`src/include/alu_params.svh`:
```
`ifndef ALU_PARAMS_SVH
`define ALU_PARAMS_SVH

// datapath width of the alu stage
`define ALU_WIDTH 32

// status flags carried in eflags, set_eflags and the merged flag word
`define ALU_NFLAGS 6

// flag bit positions, same order as the x86 subset used by the core
`define FLAG_OF 5
`define FLAG_SF 4
`define FLAG_ZF 3
`define FLAG_AF 2
`define FLAG_CF 1
`define FLAG_PF 0

// shift count taken from b[4:0]
`define ALU_SHCNT_W 5

`endif

```
`src/source/alu_pkg.sv`:
```
`include "alu_params.svh"

package alu_pkg;

   // alu op codes, numbering kept from the core decoder
   typedef enum logic [3:0] {
      ALU_CMOVC = 4'd0,  // move on carry
      ALU_ADD   = 4'd1,
      ALU_AND   = 4'd2,
      ALU_MOV   = 4'd4,
      ALU_NOT   = 4'd7,
      ALU_OR    = 4'd8,
      ALU_SAL   = 4'd12, // shift arithmetic left
      ALU_SAR   = 4'd13  // shift arithmetic right
   } alu_op_e;

   // operand size, other codes treated as 32 bit
   typedef enum logic [2:0] {
      SIZE_8  = 3'd1,
      SIZE_16 = 3'd2,
      SIZE_32 = 3'd3
   } opsize_e;

   typedef logic [`ALU_NFLAGS-1:0] flags_t; // {of, sf, zf, af, cf, pf}

   // one request per cycle into the stage
   typedef struct packed {
      alu_op_e               op;
      opsize_e               size;
      logic [`ALU_WIDTH-1:0] a;      // destination operand
      logic [`ALU_WIDTH-1:0] b;      // source operand, shift count in b[4:0]
      flags_t                eflags; // incoming flags
   } alu_req_t;

   // registered stage output
   typedef struct packed {
      logic [`ALU_WIDTH-1:0] value;
      flags_t                eflags;     // merged flag word
      flags_t                set_eflags; // flag write mask
   } alu_result_t;

   // common return of adder, logic unit and shifter
   typedef struct packed {
      logic [`ALU_WIDTH-1:0] value;
      logic                  cf;
      logic                  of;
      logic                  af;
   } unit_out_t;

endpackage

```
`src/source/alu_adder.sv`:
```
`timescale 1ns/1ps
`include "alu_params.svh"

// size aware add, carry in fixed at 0
module alu_adder
   import alu_pkg::*;
(
   input  logic [`ALU_WIDTH-1:0] a,
   input  logic [`ALU_WIDTH-1:0] b,
   input  opsize_e               size,
   output unit_out_t             res
);

   logic [`ALU_WIDTH:0] sum; // one extra bit for the 32 bit carry
   logic                c8, c16;

   assign sum = {1'b0, a} + {1'b0, b};

   // carry into bit n is a^b^sum at n, i.e. carry out of bit n-1
   assign c8  = a[8] ^ b[8] ^ sum[8];
   assign c16 = a[16] ^ b[16] ^ sum[16];

   assign res.af = a[4] ^ b[4] ^ sum[4]; // nibble carry out of bit 3

   always_comb begin
      case (size)
         SIZE_8: begin
            res.value = {24'h0, sum[7:0]};
            res.cf    = c8;
            res.of    = (a[7] == b[7]) && (sum[7] != a[7]); // same signs in, other sign out
         end
         SIZE_16: begin
            res.value = {16'h0, sum[15:0]};
            res.cf    = c16;
            res.of    = (a[15] == b[15]) && (sum[15] != a[15]);
         end
         default: begin
            res.value = sum[`ALU_WIDTH-1:0];
            res.cf    = sum[`ALU_WIDTH];
            res.of    = (a[31] == b[31]) && (sum[31] != a[31]);
         end
      endcase
   end

endmodule

```
`src/source/alu_ctrl.sv`:
```
`timescale 1ns/1ps
`include "alu_params.svh"

// op and size decode, result select and flag write mask
module alu_ctrl
   import alu_pkg::*;
(
   input  alu_req_t  req,
   input  unit_out_t add_res,
   input  unit_out_t logic_res,
   input  unit_out_t shift_res,
   output opsize_e   size_eff,  // normalised size for units and flag logic
   output unit_out_t sel_res,   // chosen unit result
   output flags_t    set_mask   // which flags get written
);

   logic [`ALU_SHCNT_W-1:0] shcnt;
   logic                    is_shift;

   assign shcnt    = req.b[`ALU_SHCNT_W-1:0]; // upper count bits ignored
   assign is_shift = (req.op == ALU_SAL) || (req.op == ALU_SAR);

   // shifts always run at 32 bit, unknown size codes too
   always_comb begin
      size_eff = SIZE_32;
      if (!is_shift) begin
         case (req.size)
            SIZE_8:  size_eff = SIZE_8;
            SIZE_16: size_eff = SIZE_16;
            default: size_eff = SIZE_32;
         endcase
      end
   end

   // result source per op
   always_comb begin
      sel_res = '0; // unused codes give value 0
      case (req.op)
         ALU_CMOVC: begin
            sel_res.value = req.eflags[`FLAG_CF] ? req.b : req.a; // move if carry set
         end
         ALU_MOV:                  sel_res.value = req.b;
         ALU_ADD:                  sel_res = add_res;
         ALU_AND, ALU_OR, ALU_NOT: sel_res = logic_res;
         ALU_SAL, ALU_SAR:         sel_res = shift_res; // count 0 passes a through
         default:                  sel_res = '0;
      endcase
   end

   // write mask, cmovc / mov / not leave flags alone
   always_comb begin
      set_mask = '0;
      case (req.op)
         ALU_ADD: set_mask = '1; // all six flags
         ALU_AND, ALU_OR: begin
            set_mask = '1;
            set_mask[`FLAG_AF] = 1'b0; // af undefined for logic ops, keep old value
         end
         ALU_SAL, ALU_SAR: begin
            if (shcnt != '0) begin
               set_mask[`FLAG_SF] = 1'b1;
               set_mask[`FLAG_ZF] = 1'b1;
               set_mask[`FLAG_CF] = 1'b1;
               set_mask[`FLAG_PF] = 1'b1;
               set_mask[`FLAG_OF] = (shcnt == `ALU_SHCNT_W'd1); // of only on single shift
            end
         end
         default: set_mask = '0;
      endcase
   end

endmodule

```
`src/source/alu_logic.sv`:
```
`timescale 1ns/1ps
`include "alu_params.svh"

// and / or / not, result zero extended above the operand size
module alu_logic
   import alu_pkg::*;
(
   input  logic [`ALU_WIDTH-1:0] a,
   input  logic [`ALU_WIDTH-1:0] b,
   input  alu_op_e               op,
   input  opsize_e               size,
   output unit_out_t             res
);

   logic [`ALU_WIDTH-1:0] raw;
   logic [`ALU_WIDTH-1:0] size_mask;

   always_comb begin
      case (op)
         ALU_AND: raw = a & b;
         ALU_OR:  raw = a | b;
         ALU_NOT: raw = ~a; // unary, b not used
         default: raw = '0;
      endcase
   end

   always_comb begin
      case (size)
         SIZE_8:  size_mask = 32'h0000_00ff;
         SIZE_16: size_mask = 32'h0000_ffff;
         default: size_mask = 32'hffff_ffff;
      endcase
   end

   assign res.value = raw & size_mask;
   assign res.cf    = 1'b0; // logic ops clear cf and of
   assign res.of    = 1'b0;
   assign res.af    = 1'b0; // not in mask anyway

endmodule

```
`src/source/alu_shifter.sv`:
```
`timescale 1ns/1ps
`include "alu_params.svh"

// 32 bit sal / sar with last-out carry
module alu_shifter
   import alu_pkg::*;
(
   input  logic [`ALU_WIDTH-1:0]   a,
   input  logic [`ALU_SHCNT_W-1:0] count,
   input  logic                    arith_right, // 1 for sar, 0 for sal
   output unit_out_t               res
);

   logic [`ALU_WIDTH:0]   left_ext;  // carry bit above the msb
   logic [`ALU_WIDTH:0]   right_ext; // carry bit below the lsb
   logic [`ALU_WIDTH-1:0] shifted;
   logic                  last_out;

   // shifted out bit lands in the extra position, stays 0 for count 0
   assign left_ext  = {1'b0, a} << count;
   assign right_ext = $unsigned($signed({a, 1'b0}) >>> count); // sign fill from a[31]

   always_comb begin
      if (arith_right) begin
         shifted  = right_ext[`ALU_WIDTH:1];
         last_out = right_ext[0]; // a[count-1]
      end else begin
         shifted  = left_ext[`ALU_WIDTH-1:0];
         last_out = left_ext[`ALU_WIDTH]; // a[32-count]
      end
   end

   assign res.value = shifted;
   assign res.cf    = last_out;
   assign res.af    = 1'b0;

   // of defined only for a one bit shift
   always_comb begin
      res.of = 1'b0;
      if (count == `ALU_SHCNT_W'd1 && !arith_right) begin
         res.of = shifted[`ALU_WIDTH-1] ^ last_out; // sign changed by the shift
      end
   end

endmodule

```
`src/source/alu_top.sv`:
```
`timescale 1ns/1ps
`include "alu_params.svh"

// registered alu stage, one cycle latency, new request every cycle
module alu_top (
   input  logic                 clk,
   input  logic                 rst_n,
   input  alu_pkg::alu_req_t    alu_in,
   output alu_pkg::alu_result_t alu_result
);

   alu_pkg::unit_out_t add_res;
   alu_pkg::unit_out_t logic_res;
   alu_pkg::unit_out_t shift_res;
   alu_pkg::unit_out_t sel_res;
   alu_pkg::opsize_e   size_eff;
   alu_pkg::flags_t    set_mask;

   alu_ctrl u_ctrl (
      .req       (alu_in),
      .add_res   (add_res),
      .logic_res (logic_res),
      .shift_res (shift_res),
      .size_eff  (size_eff),
      .sel_res   (sel_res),
      .set_mask  (set_mask)
   );

   alu_adder u_adder (.a(alu_in.a), .b(alu_in.b), .size(size_eff), .res(add_res));

   alu_logic u_logic (.a(alu_in.a), .b(alu_in.b), .op(alu_in.op), .size(size_eff), .res(logic_res));

   // op bit 0 tells sar (13) from sal (12)
   alu_shifter u_shifter (
      .a           (alu_in.a),
      .count       (alu_in.b[`ALU_SHCNT_W-1:0]),
      .arith_right (alu_in.op[0]),
      .res         (shift_res)
   );

   alu_writeback u_writeback (
      .clk       (clk),
      .rst_n     (rst_n),
      .res       (sel_res),
      .size      (size_eff),
      .set_mask  (set_mask),
      .eflags_in (alu_in.eflags),
      .result    (alu_result)
   );

endmodule

```
`src/source/alu_writeback.sv`:
```
`timescale 1ns/1ps
`include "alu_params.svh"

// sf / zf / pf, flag merge and the single pipeline register
module alu_writeback
   import alu_pkg::*;
(
   input  logic        clk,
   input  logic        rst_n,
   input  unit_out_t   res,
   input  opsize_e     size,
   input  flags_t      set_mask,
   input  flags_t      eflags_in,
   output alu_result_t result
);

   flags_t new_flags;
   flags_t merged;
   logic   sf, zf;

   // sign and zero at the operand size
   always_comb begin
      case (size)
         SIZE_8: begin
            sf = res.value[7];
            zf = (res.value[7:0] == 8'h0);
         end
         SIZE_16: begin
            sf = res.value[15];
            zf = (res.value[15:0] == 16'h0);
         end
         default: begin
            sf = res.value[`ALU_WIDTH-1];
            zf = (res.value == '0);
         end
      endcase
   end

   always_comb begin
      new_flags              = '0;
      new_flags[`FLAG_OF]    = res.of;
      new_flags[`FLAG_SF]    = sf;
      new_flags[`FLAG_ZF]    = zf;
      new_flags[`FLAG_AF]    = res.af;
      new_flags[`FLAG_CF]    = res.cf;
      new_flags[`FLAG_PF]    = ~^res.value[7:0]; // even parity of the low byte
   end

   assign merged = (new_flags & set_mask) | (eflags_in & ~set_mask); // unmasked bits keep old flags

   always_ff @(posedge clk or negedge rst_n) begin
      if (!rst_n) begin
         result <= '0; // no flag write signalled out of reset
      end else begin
         result.value      <= res.value;
         result.eflags     <= merged;
         result.set_eflags <= set_mask;
      end
   end

endmodule

```
`config.mk`:
```
export PLATFORM = sky130hd
export DESIGN_NAME = alu_top
export DESIGN_NICKNAME = d
export VERILOG_FILES = /design/src/source/alu_pkg.sv /design/src/source/alu_adder.sv /design/src/source/alu_ctrl.sv /design/src/source/alu_logic.sv /design/src/source/alu_shifter.sv /design/src/source/alu_top.sv /design/src/source/alu_writeback.sv
export VERILOG_INCLUDE_DIRS = /design/src /design/src/include
export SDC_FILE = /design/constraint.sdc
export NUM_CORES = 1
export LEC_CHECK = 0
export ABC_AREA = 1
export BUFFER_PORTS_ARGS = -buffer_cell sky130_fd_sc_hd__buf_4
export CAP_MARGIN = 20
export CORE_MARGIN = 3
export CORE_UTILIZATION = 50
export CTS_BUF_LIST = sky130_fd_sc_hd__clkbuf_16
export DETAILED_ROUTE_END_ITERATION = 8
export PLACE_DENSITY = 0.71
export SYNTH_ARGS = -nofsm -noshare
export SYNTH_HDL_FRONTEND = slang
export SYNTH_SLANG_ARGS = --single-unit
```
`constraint.sdc`:
```
create_clock -name clk -period 0.8 [get_ports clk]
set_input_delay 0.16 -clock clk [delete_from_list [all_inputs] [get_ports clk]]
set_output_delay 0.16 -clock clk [all_outputs]
set_load 0.005 [all_outputs]
```
==> results of run 1 <==
[stage by stage]
step / worst slack (ns) / std cells / TNS, ns / instance area (um^2)
after floorplan: -1.94 / 1678 / -43.21 / 9580
after detailed placement: -2.35 / 2434 / -60.13 / 14000
after global placement: -2.24 / 2434 / -57.07 / 14000
after CTS: -1.68 / 2522 / -47.71 / 17100
[cells by family after synthesis]
logic type      synth area share, %
flops                          11.2
simple gates                   47.0
fa+ha+maj                      9.90
buf+inv                        13.1
compound gates                 18.5
xor+xnor                      0.287
[Yosys cell counts (3+ instances only)]
cell type  number  area [um^2]
o21a_1          6         45.0
buf_2          37          185
o21ai_1        15         75.1
a211oi_1        4         30.0
a21oi_1       101          505
o211ai_1       14          105
a2111oi_0       4         35.0
nand4_1         9         56.3
nor4_1          4         25.0
o21bai_1        8         60.1
inv_1         192          721
or2_2           6         37.5
nand2_1       504         1890
o22ai_1        34          213
nand3_1       322         1610
ha_1           71          888
o221ai_1       26          228
buf_6           9          101
inv_2           9         33.8
o21ai_0        48          240
a31oi_1         3         18.8
clkbuf_1       19         71.3
a21boi_0        3         22.5
nor2_2          5         31.3
nand2_2        14         87.6
nor3_1         12         60.1
dfrtp_1        41         1030
nor2_1        112          420
nand3b_1        8         60.1
buf_4           7         52.6
a221oi_1        3         26.3
buf_1           8         30.0
[timing repair]
action	CTS
gates resized for setup	519
gates cloned	7
endpoints found under the setup margin	85
pin swaps	118
buffers inserted	91
endpoints found under the hold margin	41
[per-layer routing]
metal  global-route usage [%]  overflow
met5                     57.9         3
met3                     79.3        16
met4                     90.5       144
met2                      101       227
met1                     87.0        14
==> impl_results.md, run 1 <==
* H-tree Lvls at 2
* Post-Synthesis Cells at 1678
* Halt Reason: [ERROR GRT-0116] Global routing finished with congestion. Check the congestion regions in the DRC Viewer.
* Yosys reg bits at 41
* Ys Warns at 0
* Failing step: 5_1_grt
* Post-synthesis async set-or-reset flop share at 100%
* Grt total ovfl at 404
* Largest net degree at the start of global routing at 42
* Gp weighted congestion at 1.12
* Gr usage total at 88.9%
* Row count at 48
* CTS root buffer: clkbuf_16
* Die height at 141 um
* Synth cell types at 48
* Syn Std Cell Area at 9170 um^2
* Clk sinks at 41
* Number of port buffers at 122
* Clock Tree Buf Depth at 2
* DP HPWL at 41000 um
* Status: aborted with a tool error
* Top FF cell, synth: dfrtp_1
* IO Pins at 123
* Vias in the first global route at 22117
* Post-synth net total at 1829
* Seq/Total Area, Yosys at 11.2%
* Chip width at 141 um
* Initial Util at 52.1%
* Syn Area/Cell at 5.47 um^2
* CTS Buf Count at 5
* Post-synth EDFFs at 0
* First-pass GRT wire length at 141000 um
==> inputs of run 2 (changes only) <==
CORE_UTILIZATION = 35   (was 50)
CTS_BUF_LIST = unset   (was sky130_fd_sc_hd__clkbuf_16)
PLACE_DENSITY = unset   (was 0.71)
PLACE_DENSITY_LB_ADDON = 0.15   (was unset)
==> impl_results.md, run 2 <==
* Most common cell after layout, fill and taps aside: buf_4
* Pwr/cell area at 953 nW/um^2
* Clock Tree Buf Depth at 2 (unchanged)
* Top reg by flops: u_writeback.result
* Initial Util at 36.0% (was 52.1%)
* Post-layout util at 70.7%
* Fillers at 2174
* Setup WS post-layout at -1.72 ns
* CTS Buf Count at 5 (unchanged)
* Crit path arrival time at 2.75 ns
* Post-synthesis async set-or-reset flop share at 100% (unchanged)
* Crit-path leading delay family: simple AND/OR/NAND/NOR gates
* Fin. Hold Viols at 0
* CTS tree: built
* Crit path cell chain: buf_12 > inv_8 > buf_12 > fa_2 > buf_6 > o21bai_4 > buf_6 > nand4_1 > nand2_2 > buf_4 > nand2_2 > nand2_2 > nand2_1 > nand3_2 > nand3_2 > nor2_1 > nand2_1 > nor2_2 > nand2_1 > nand2_1 > nand2_1 > nand2_1
* DRC at 0
* Drt first-iter violations at 1769
* Area contributors post-synth: nand2_1 21%, nand3_1 18%, dfrtp_1 11%, ha_1 9.7%, inv_1 7.9% (unchanged)
* Multi-input logic area at 9280 um^2
* Crit. End Element: flip-flop
* Largest net degree at the start of global routing at 42
* Max Cap Violations at 0
* Commonest cells post-synth: 504 x nand2_1, 322 x nand3_1, 192 x inv_1 (unchanged)
* Most frequent CP cell: nand2_1
* Number of port buffers at 122 (unchanged)
* CP Max Fanout at 4
* Total power at 17.2 mW
* CTS root buffer: clkbuf_16 (unchanged)
* Post-Synthesis Cells at 1678 (unchanged)
* Slew of the pin with the lowest slew margin at 0.441 ns
* Vias in the first global route at 14008
* Biggest regs: u_writeback.result: 41 flops
* Setup TNS at -47.84 ns
* Post-synth net total at 1829 (unchanged)
* CP max stage cell: fa_2
* Fmax at 0.397 GHz
* CP startpoint kind: input port
* Post-synth EDFFs at 0 (unchanged)
* Worst path required time at 1.03 ns
* Row count at 58 (was 48)
* Core area at 25500 um^2
* Violated checks: setup timing
* Most frequent cells in the layout: 570 x buf_4, 390 x nand2_1, 237 x nand3_1, 142 x inv_1, 113 x buf_6
* DR WL/cell at 21.8 um
* Register area at 1030 um^2
* Fin. max-slew vios at 0
* Total Wirelength at 57900 um
* Static Leak at 9.00 nW
* Drt pass-1 iters at 5
* Top cell type's share of synthesized area at 20.6% (unchanged)
* Slowest cell delay on critical path at 0.40 ns
* Gp weighted congestion at 1.08 (was 1.12)
* Max reg flops at 41
* Worst slew margin at 70.5%
* Layout cells sized above 1 at 51.9%
* # diodes at 0
* Post-route ant nets at 0
* Yosys reg bits at 41 (unchanged)
* Synth cell types at 48 (unchanged)
* Most frequent cell after synthesis: nand2_1 (unchanged)
* Die height at 168 um (was 141 um)
* Clk sinks at 41 (unchanged)
* Vias per std cell at 5.62
* Hold path depth at 3
* Layout area overhead at 96.4%
* Cell taking the most area after synthesis: nand2_1 (unchanged)
* Grt total ovfl at 0
* DP HPWL at 45000 um (was 41000 um)
* Full die area at 28200 um^2
* Final setup vio count at 84
* Worst hold path startpoint: alu_in[2]
* Seq/Total Area, Yosys at 11.2% (unchanged)
* Min Hold Slack at 0.0841 ns
* Min cycle time layout at 2.52 ns
* Worst Hold Endpoint: u_writeback.result[8]
* Buf/Inv on CP at 6
* H-tree Lvls at 2 (unchanged)
* Crit Path Category: input port to flip-flop
* Gr usage total at 38.0%
* Final worst path period share at 315%
* Ys Warns at 0 (unchanged)
* Max VDD drop at 0.00139 V
* RSZ-0062 raised after global routing: yes
* Chip width at 168 um (was 141 um)
* Syn Std Cell Area at 9170 um^2 (unchanged)
* Nets at 2475
* Status: finished, violations left (was aborted with a tool error)
* Antenna violations before repair at 1
* IO Pins at 123 (unchanged)
* Vias at 14925
* Syn Area/Cell at 5.47 um^2 (unchanged)
* Reg clk slew, reported paths at 0.06 ns
* Hold Crit Class: input port to flip-flop
* Top FF cell, synth: dfrtp_1 (unchanged)
* First-pass GRT wire length at 83000 um
[run 2: cell counts after synthesis]
Identical to the previous run, type by type.
[run 2: area by class of cell]
class                      count  share of cell area [%]
multi-input combinational   1355                    51.5
clock inverter                 2                   0.194
inverter                     202                    4.65
timing repair buffer         719                    35.0
sequential                    41                    5.70
tap                          330                    2.29
clock buffer                   5                   0.695
[run 2: how the worst max path moves through the flow]
stage                     from                     to  slack [ns]  depth (start not counted)
floorplan            alu_in[9]  u_writeback.result[9]       -1.94                         25
global placement    alu_in[11]  u_writeback.result[9]       -2.39                         20
detailed placement  alu_in[11]  u_writeback.result[9]       -2.42                         20
CTS                  alu_in[6]  u_writeback.result[9]       -1.73                         23
global route         alu_in[7]  u_writeback.result[9]       -1.82                         22
finish               alu_in[7]  u_writeback.result[9]       -1.72                         22
[run 2: worst min-delay path: stages]
cell and delay (ns):
buf_4 0.08, nand2_1 0.05, o21ai_2 0.04
[run 2: routing by layer]
layer / up-vias / global-route usage (%) / part of all wire (%)
li1: 6921 / - / -
met1: 6952 / 51.6 / 40
met2: 892 / 61.4 / 44
met3: 160 / 3.87 / 9.6
met4: 0 / 16.5 / 5.8
met5: - / 0 / 0
[run 2: cell families after synthesis]
family	after synthesis	share of synthesized area, %
xor+xnor	3	0.287
compound gates	280	18.5
buf+inv	282	13.1
simple gates	1000	47.0
flops	41	11.2
fa+ha+maj	72	9.90
[run 2: timing repair]
action / 4_1_cts / 5_1_grt
endpoints found under the hold margin: 41 / 0
pin swaps: 68 / 79
gates cloned: 5 / 1
hold buffers: 1 / 0
setup endpoints to repair: 85 / 85
buffers inserted: 31 / 46
gates resized for setup: 421 / 271
[run 2: where the power goes]
part / total (mW) / switching [mW] / internal (mW)
Sequential: 2.40 / 0.107 / 2.30
Combinational: 12.5 / 6.63 / 5.88
Clock: 2.24 / 0.794 / 1.45
Total: 17.2 / 7.53 / 9.62
[run 2: metrics by stage]
| step | std cells | setup WS [ns] | area [um^2] |
|---|---|---|---|
| 3_3_place_gp | 2578 | -2.39 | 14500 |
| 6_report | 2654 | -1.72 | 18000 |
| 5_1_grt | 2654 | -1.82 | 18000 |
| 3_5_place_dp | 2578 | -2.42 | 14500 |
| 4_1_cts | 2621 | -1.73 | 16700 |
| 2_1_floorplan | 1678 | -1.94 | 9580 |
Power figures use the tool's default switching activity.
==> inputs of run 3 (changes only) <==
CAP_MARGIN = unset   (was 20)
SYNTH_HIERARCHICAL = 1   (was unset)
==> impl_results.md, run 3 <==
* IO Pins at 123 (unchanged)
* Clock Tree Buf Depth at 2 (unchanged)
* Worst path required time at 1.03 ns (about the same)
* Gp weighted congestion at 0.989 (was 1.08)
* Post-layout util at 59.5% (was 70.7%)
* Vias at 16284 (was 14925)
* CTS Buf Count at 5 (unchanged)
* Drt pass-1 iters at 5 (unchanged)
* Most common cell after layout, fill and taps aside: nand2_1 (was buf_4)
* CTS root buffer: clkbuf_16 (unchanged)
* Met1 WL at 24800 um (was 23300 um)
* Top FF cell, synth: dfrtp_1 (unchanged)
* Crit path arrival time at 2.67 ns (was 2.75 ns)
* Core area at 31000 um^2 (was 25500 um^2)
* Most frequent cells in the layout: 660 x nand2_1, 468 x buf_4, 320 x nand3_1, 237 x inv_1, 126 x nand2_2 (was 570 x buf_4, 390 x nand2_1, 237 x nand3_1, 142 x inv_1, 113 x buf_6)
* Final Cell Area at 18400 um^2 (was 18000 um^2)
* Clk sinks at 44 (was 41)
* Seq/Total Area, Yosys at 9.89% (was 11.2%)
* Crit Path Category: input port to flip-flop (unchanged)
* Hold path depth at 3 (unchanged)
* Vias per std cell at 5.34 (was 5.62)
* Ys Warns at 6 (was 0)
* Status: finished, violations left (unchanged)
* Switching power at 7.68 mW (was 7.53 mW)
* Syn Std Cell Area at 11100 um^2 (was 9170 um^2)
* Vias in the first global route at 14961 (was 14008)
* Pwr/cell area at 915 nW/um^2 (was 953 nW/um^2)
* Row count at 64 (was 58)
* Total Wirelength at 57300 um (was 57900 um)
* Chip width at 184 um (was 168 um)
* Full die area at 34000 um^2 (was 28200 um^2)
* Number of port buffers at 122 (unchanged)
* Static Leak at 9.96 nW (was 9.00 nW)
* Gr usage total at 32.2% (was 38.0%)
* Synth cell types at 51 (was 48)
* Min cycle time layout at 2.43 ns (was 2.52 ns)
* Max layer used: met4 (unchanged)
* Flop pwr share at 15.0% (was 14.0%)
* Area contributors post-synth: nand2_1 27%, nand3_1 16%, dfrtp_1 9.9%, inv_1 8.6%, nor2_1 4.9% (was nand2_1 21%, nand3_1 18%, dfrtp_1 11%, ha_1 9.7%, inv_1 7.9%)
* CP startpoint kind: input port (unchanged)
* Top reg by flops: u_writeback/result (was u_writeback.result)
* DR WL/cell at 18.8 um (was 21.8 um)
* CP Max Fanout at 6 (was 4)
* Sw frac at 45.5% (was 43.9%)
* Fmax at 0.411 GHz (was 0.397 GHz)
* CTS tree: built (unchanged)
* RSZ-0062 raised after global routing: yes (unchanged)
* Die height at 184 um (was 168 um)
* Worst Hold Endpoint: u_writeback/result[10] (was u_writeback.result[8])
* Placed cell count at 2990 (was 2578)
* Crit. End Element: flip-flop (unchanged)
* Biggest regs: u_writeback/result: 44 flops (was u_writeback.result: 41 flops)
* Yosys reg bits at 44 (was 41)
* Max Cap Violations at 0 (unchanged)
* Metal2 WL at 25400 um (was 25800 um)
* Clock share of power at 12.8% (was 13.1%)
* Final worst path period share at 304% (was 315%)
* Max VDD drop at 0.000740 V (was 0.00139 V)
* DP HPWL at 45600 um (was 45000 um)
* Violated checks: setup timing (unchanged)
* Antenna violations before repair at 0 (was 1)
* Max reg flops at 44 (was 41)
* DRC at 0 (unchanged)
* Layout area overhead at 65.7% (was 96.4%)
* Pint at 9.19 mW (was 9.62 mW)
* H-tree Lvls at 2 (unchanged)
* Cell taking the most area after synthesis: nand2_1 (unchanged)
* Syn Area/Cell at 5.20 um^2 (was 5.47 um^2)
* # diodes at 0 (unchanged)
* Post-synth EDFFs at 0 (unchanged)
* Fin. Hold Viols at 0 (unchanged)
* Finished Layout Cells at 3049 (was 2654)
* Comb power frac at 72.3% (was 72.9%)
* Layout cells sized above 1 at 40.4% (was 51.9%)
* Worst hold path startpoint: alu_in[4] (was alu_in[2])
* First-pass GRT wire length at 85400 um (was 83000 um)
* Final setup vio count at 88 (was 84)
* DP Area at 16100 um^2 (was 14500 um^2)
* Min Hold Slack at 0.105 ns (was 0.0841 ns)
* Nets at 2768 (was 2475)
* Top cell type's share of synthesized area at 27.0% (was 20.6%)
* Fin. max-slew vios at 0 (unchanged)
* Commonest cells post-synth: 800 x nand2_1, 354 x nand3_1, 255 x inv_1 (was 504 x nand2_1, 322 x nand3_1, 192 x inv_1)
* Grt total ovfl at 0 (unchanged)
* Largest net degree at the start of global routing at 45 (was 42)
* Post-route ant nets at 0 (unchanged)
* Setup WS post-layout at -1.63 ns (was -1.72 ns)
* Drt first-iter violations at 1481 (was 1769)
* Most frequent cell after synthesis: nand2_1 (unchanged)
* WL met3 at 4520 um (was 5550 um)
* Post-Synthesis Cells at 2143 (was 1678)
* Initial Util at 35.9% (was 36.0%)
* Hold Crit Class: input port to flip-flop (unchanged)
* Post-synthesis async set-or-reset flop share at 100% (unchanged)
* Reg clk slew, reported paths at 0.06 ns (about the same)
[run 3: logic make-up (layout without fill, tap and decap cells)]
group                      count (synthesis)  after routing  share of synthesized area (%)
xor gates and xnor gates                  10             10                          0.787
adders and majority gates                 37             37                           4.23
other                                      3              5                          0.101
DFF                                       44             44                           9.89
and+or+nand+nor                         1417           1417                           56.2
buffers and inverters                    388            896                           15.7
AOI/OAI and AO/OA                        240            240                           12.6
muxes                                      4              4                          0.506
[run 3: final cells by class]
| cell class | count | area (um^2) |
|---|---|---|
| multi-input cells | 1713 | 10000 |
| clock inverters | 2 | 15.0 |
| clock buffers | 6 | 139 |
| repair buffers | 618 | 5580 |
| fillers | 3022 | 12500 |
| inverters | 270 | 1070 |
| flip-flops and latches | 44 | 1100 |
| well taps | 396 | 495 |
[run 3: layer usage]
| layer | up-vias | GRT usage [%] |
|---|---|---|
| met5 | - | 0 |
| met4 | 0 | 11.8 |
| met3 | 103 | 3.41 |
| met2 | 766 | 51.2 |
| li1 | 7876 | - |
| met1 | 7539 | 45.1 |
[run 3: worst max path at each step]
stage                    from                    end  slack, ns  cells after the start
floorplan           alu_in[6]  u_writeback/result[6]      -1.38                     22
global placement    alu_in[6]  u_writeback/result[9]      -2.08                     25
detailed placement  alu_in[6]  u_writeback/result[9]      -2.10                     25
CTS                 alu_in[6]  u_writeback/result[9]      -1.54                     24
global route        alu_in[6]  u_writeback/result[9]      -1.77                     25
finish              alu_in[6]  u_writeback/result[9]      -1.63                     24
[run 3: power by group through the flow]
stage	registers [mW]	clock network (mW)	logic [mW]
after floorplan	2.54	0	5.14
after global placement	2.53	0	10.0
after detailed placement	2.53	0	10.1
after CTS	2.53	2.20	10.9
after global routing	2.54	2.30	13.1
final	2.53	2.15	12.2
[run 3: through the flow]
| step | worst slack, ns | TNS, ns | total power, mW |
|---|---|---|---|
| 2_1_floorplan | -1.38 | -32.56 | 7.67 |
| 3_3_place_gp | -2.08 | -61.56 | 12.6 |
| 3_5_place_dp | -2.10 | -62.29 | 12.6 |
| 4_1_cts | -1.54 | -48.12 | 15.7 |
| 5_1_grt | -1.77 | -54.42 | 17.9 |
| 6_report | -1.63 | -49.62 | 16.9 |
[run 3: worst max-delay path, cell delays in order]
cell and delay, ns:
buf_16 0.14, inv_16 0.05, buf_8 0.13, buf_6 0.12, nand2_4 0.07, nand3_4 0.08, buf_6 0.12, nand3_4 0.05
nand2_2 0.06, nand2_2 0.06, nand2_2 0.06, o211ai_1 0.21, o21ai_2 0.14, nand2_1 0.09, nand2_1 0.06, nor2_1 0.09
nand2_1 0.08, inv_1 0.06, ha_2 0.16, nand3_2 0.05, nand3b_1 0.30, nor2_1 0.18, nand2_1 0.07, nand2_1 0.05
[run 3: timing repair]
action | CTS | global route
hold buffers | 1 | 0
setup buffers | 31 | 30
resized for setup | 217 | 272
gates cloned | 2 | 1
pin swaps | 90 | 149
hold endpoints to repair | 44 | 0
endpoints found under the setup margin | 88 | 88
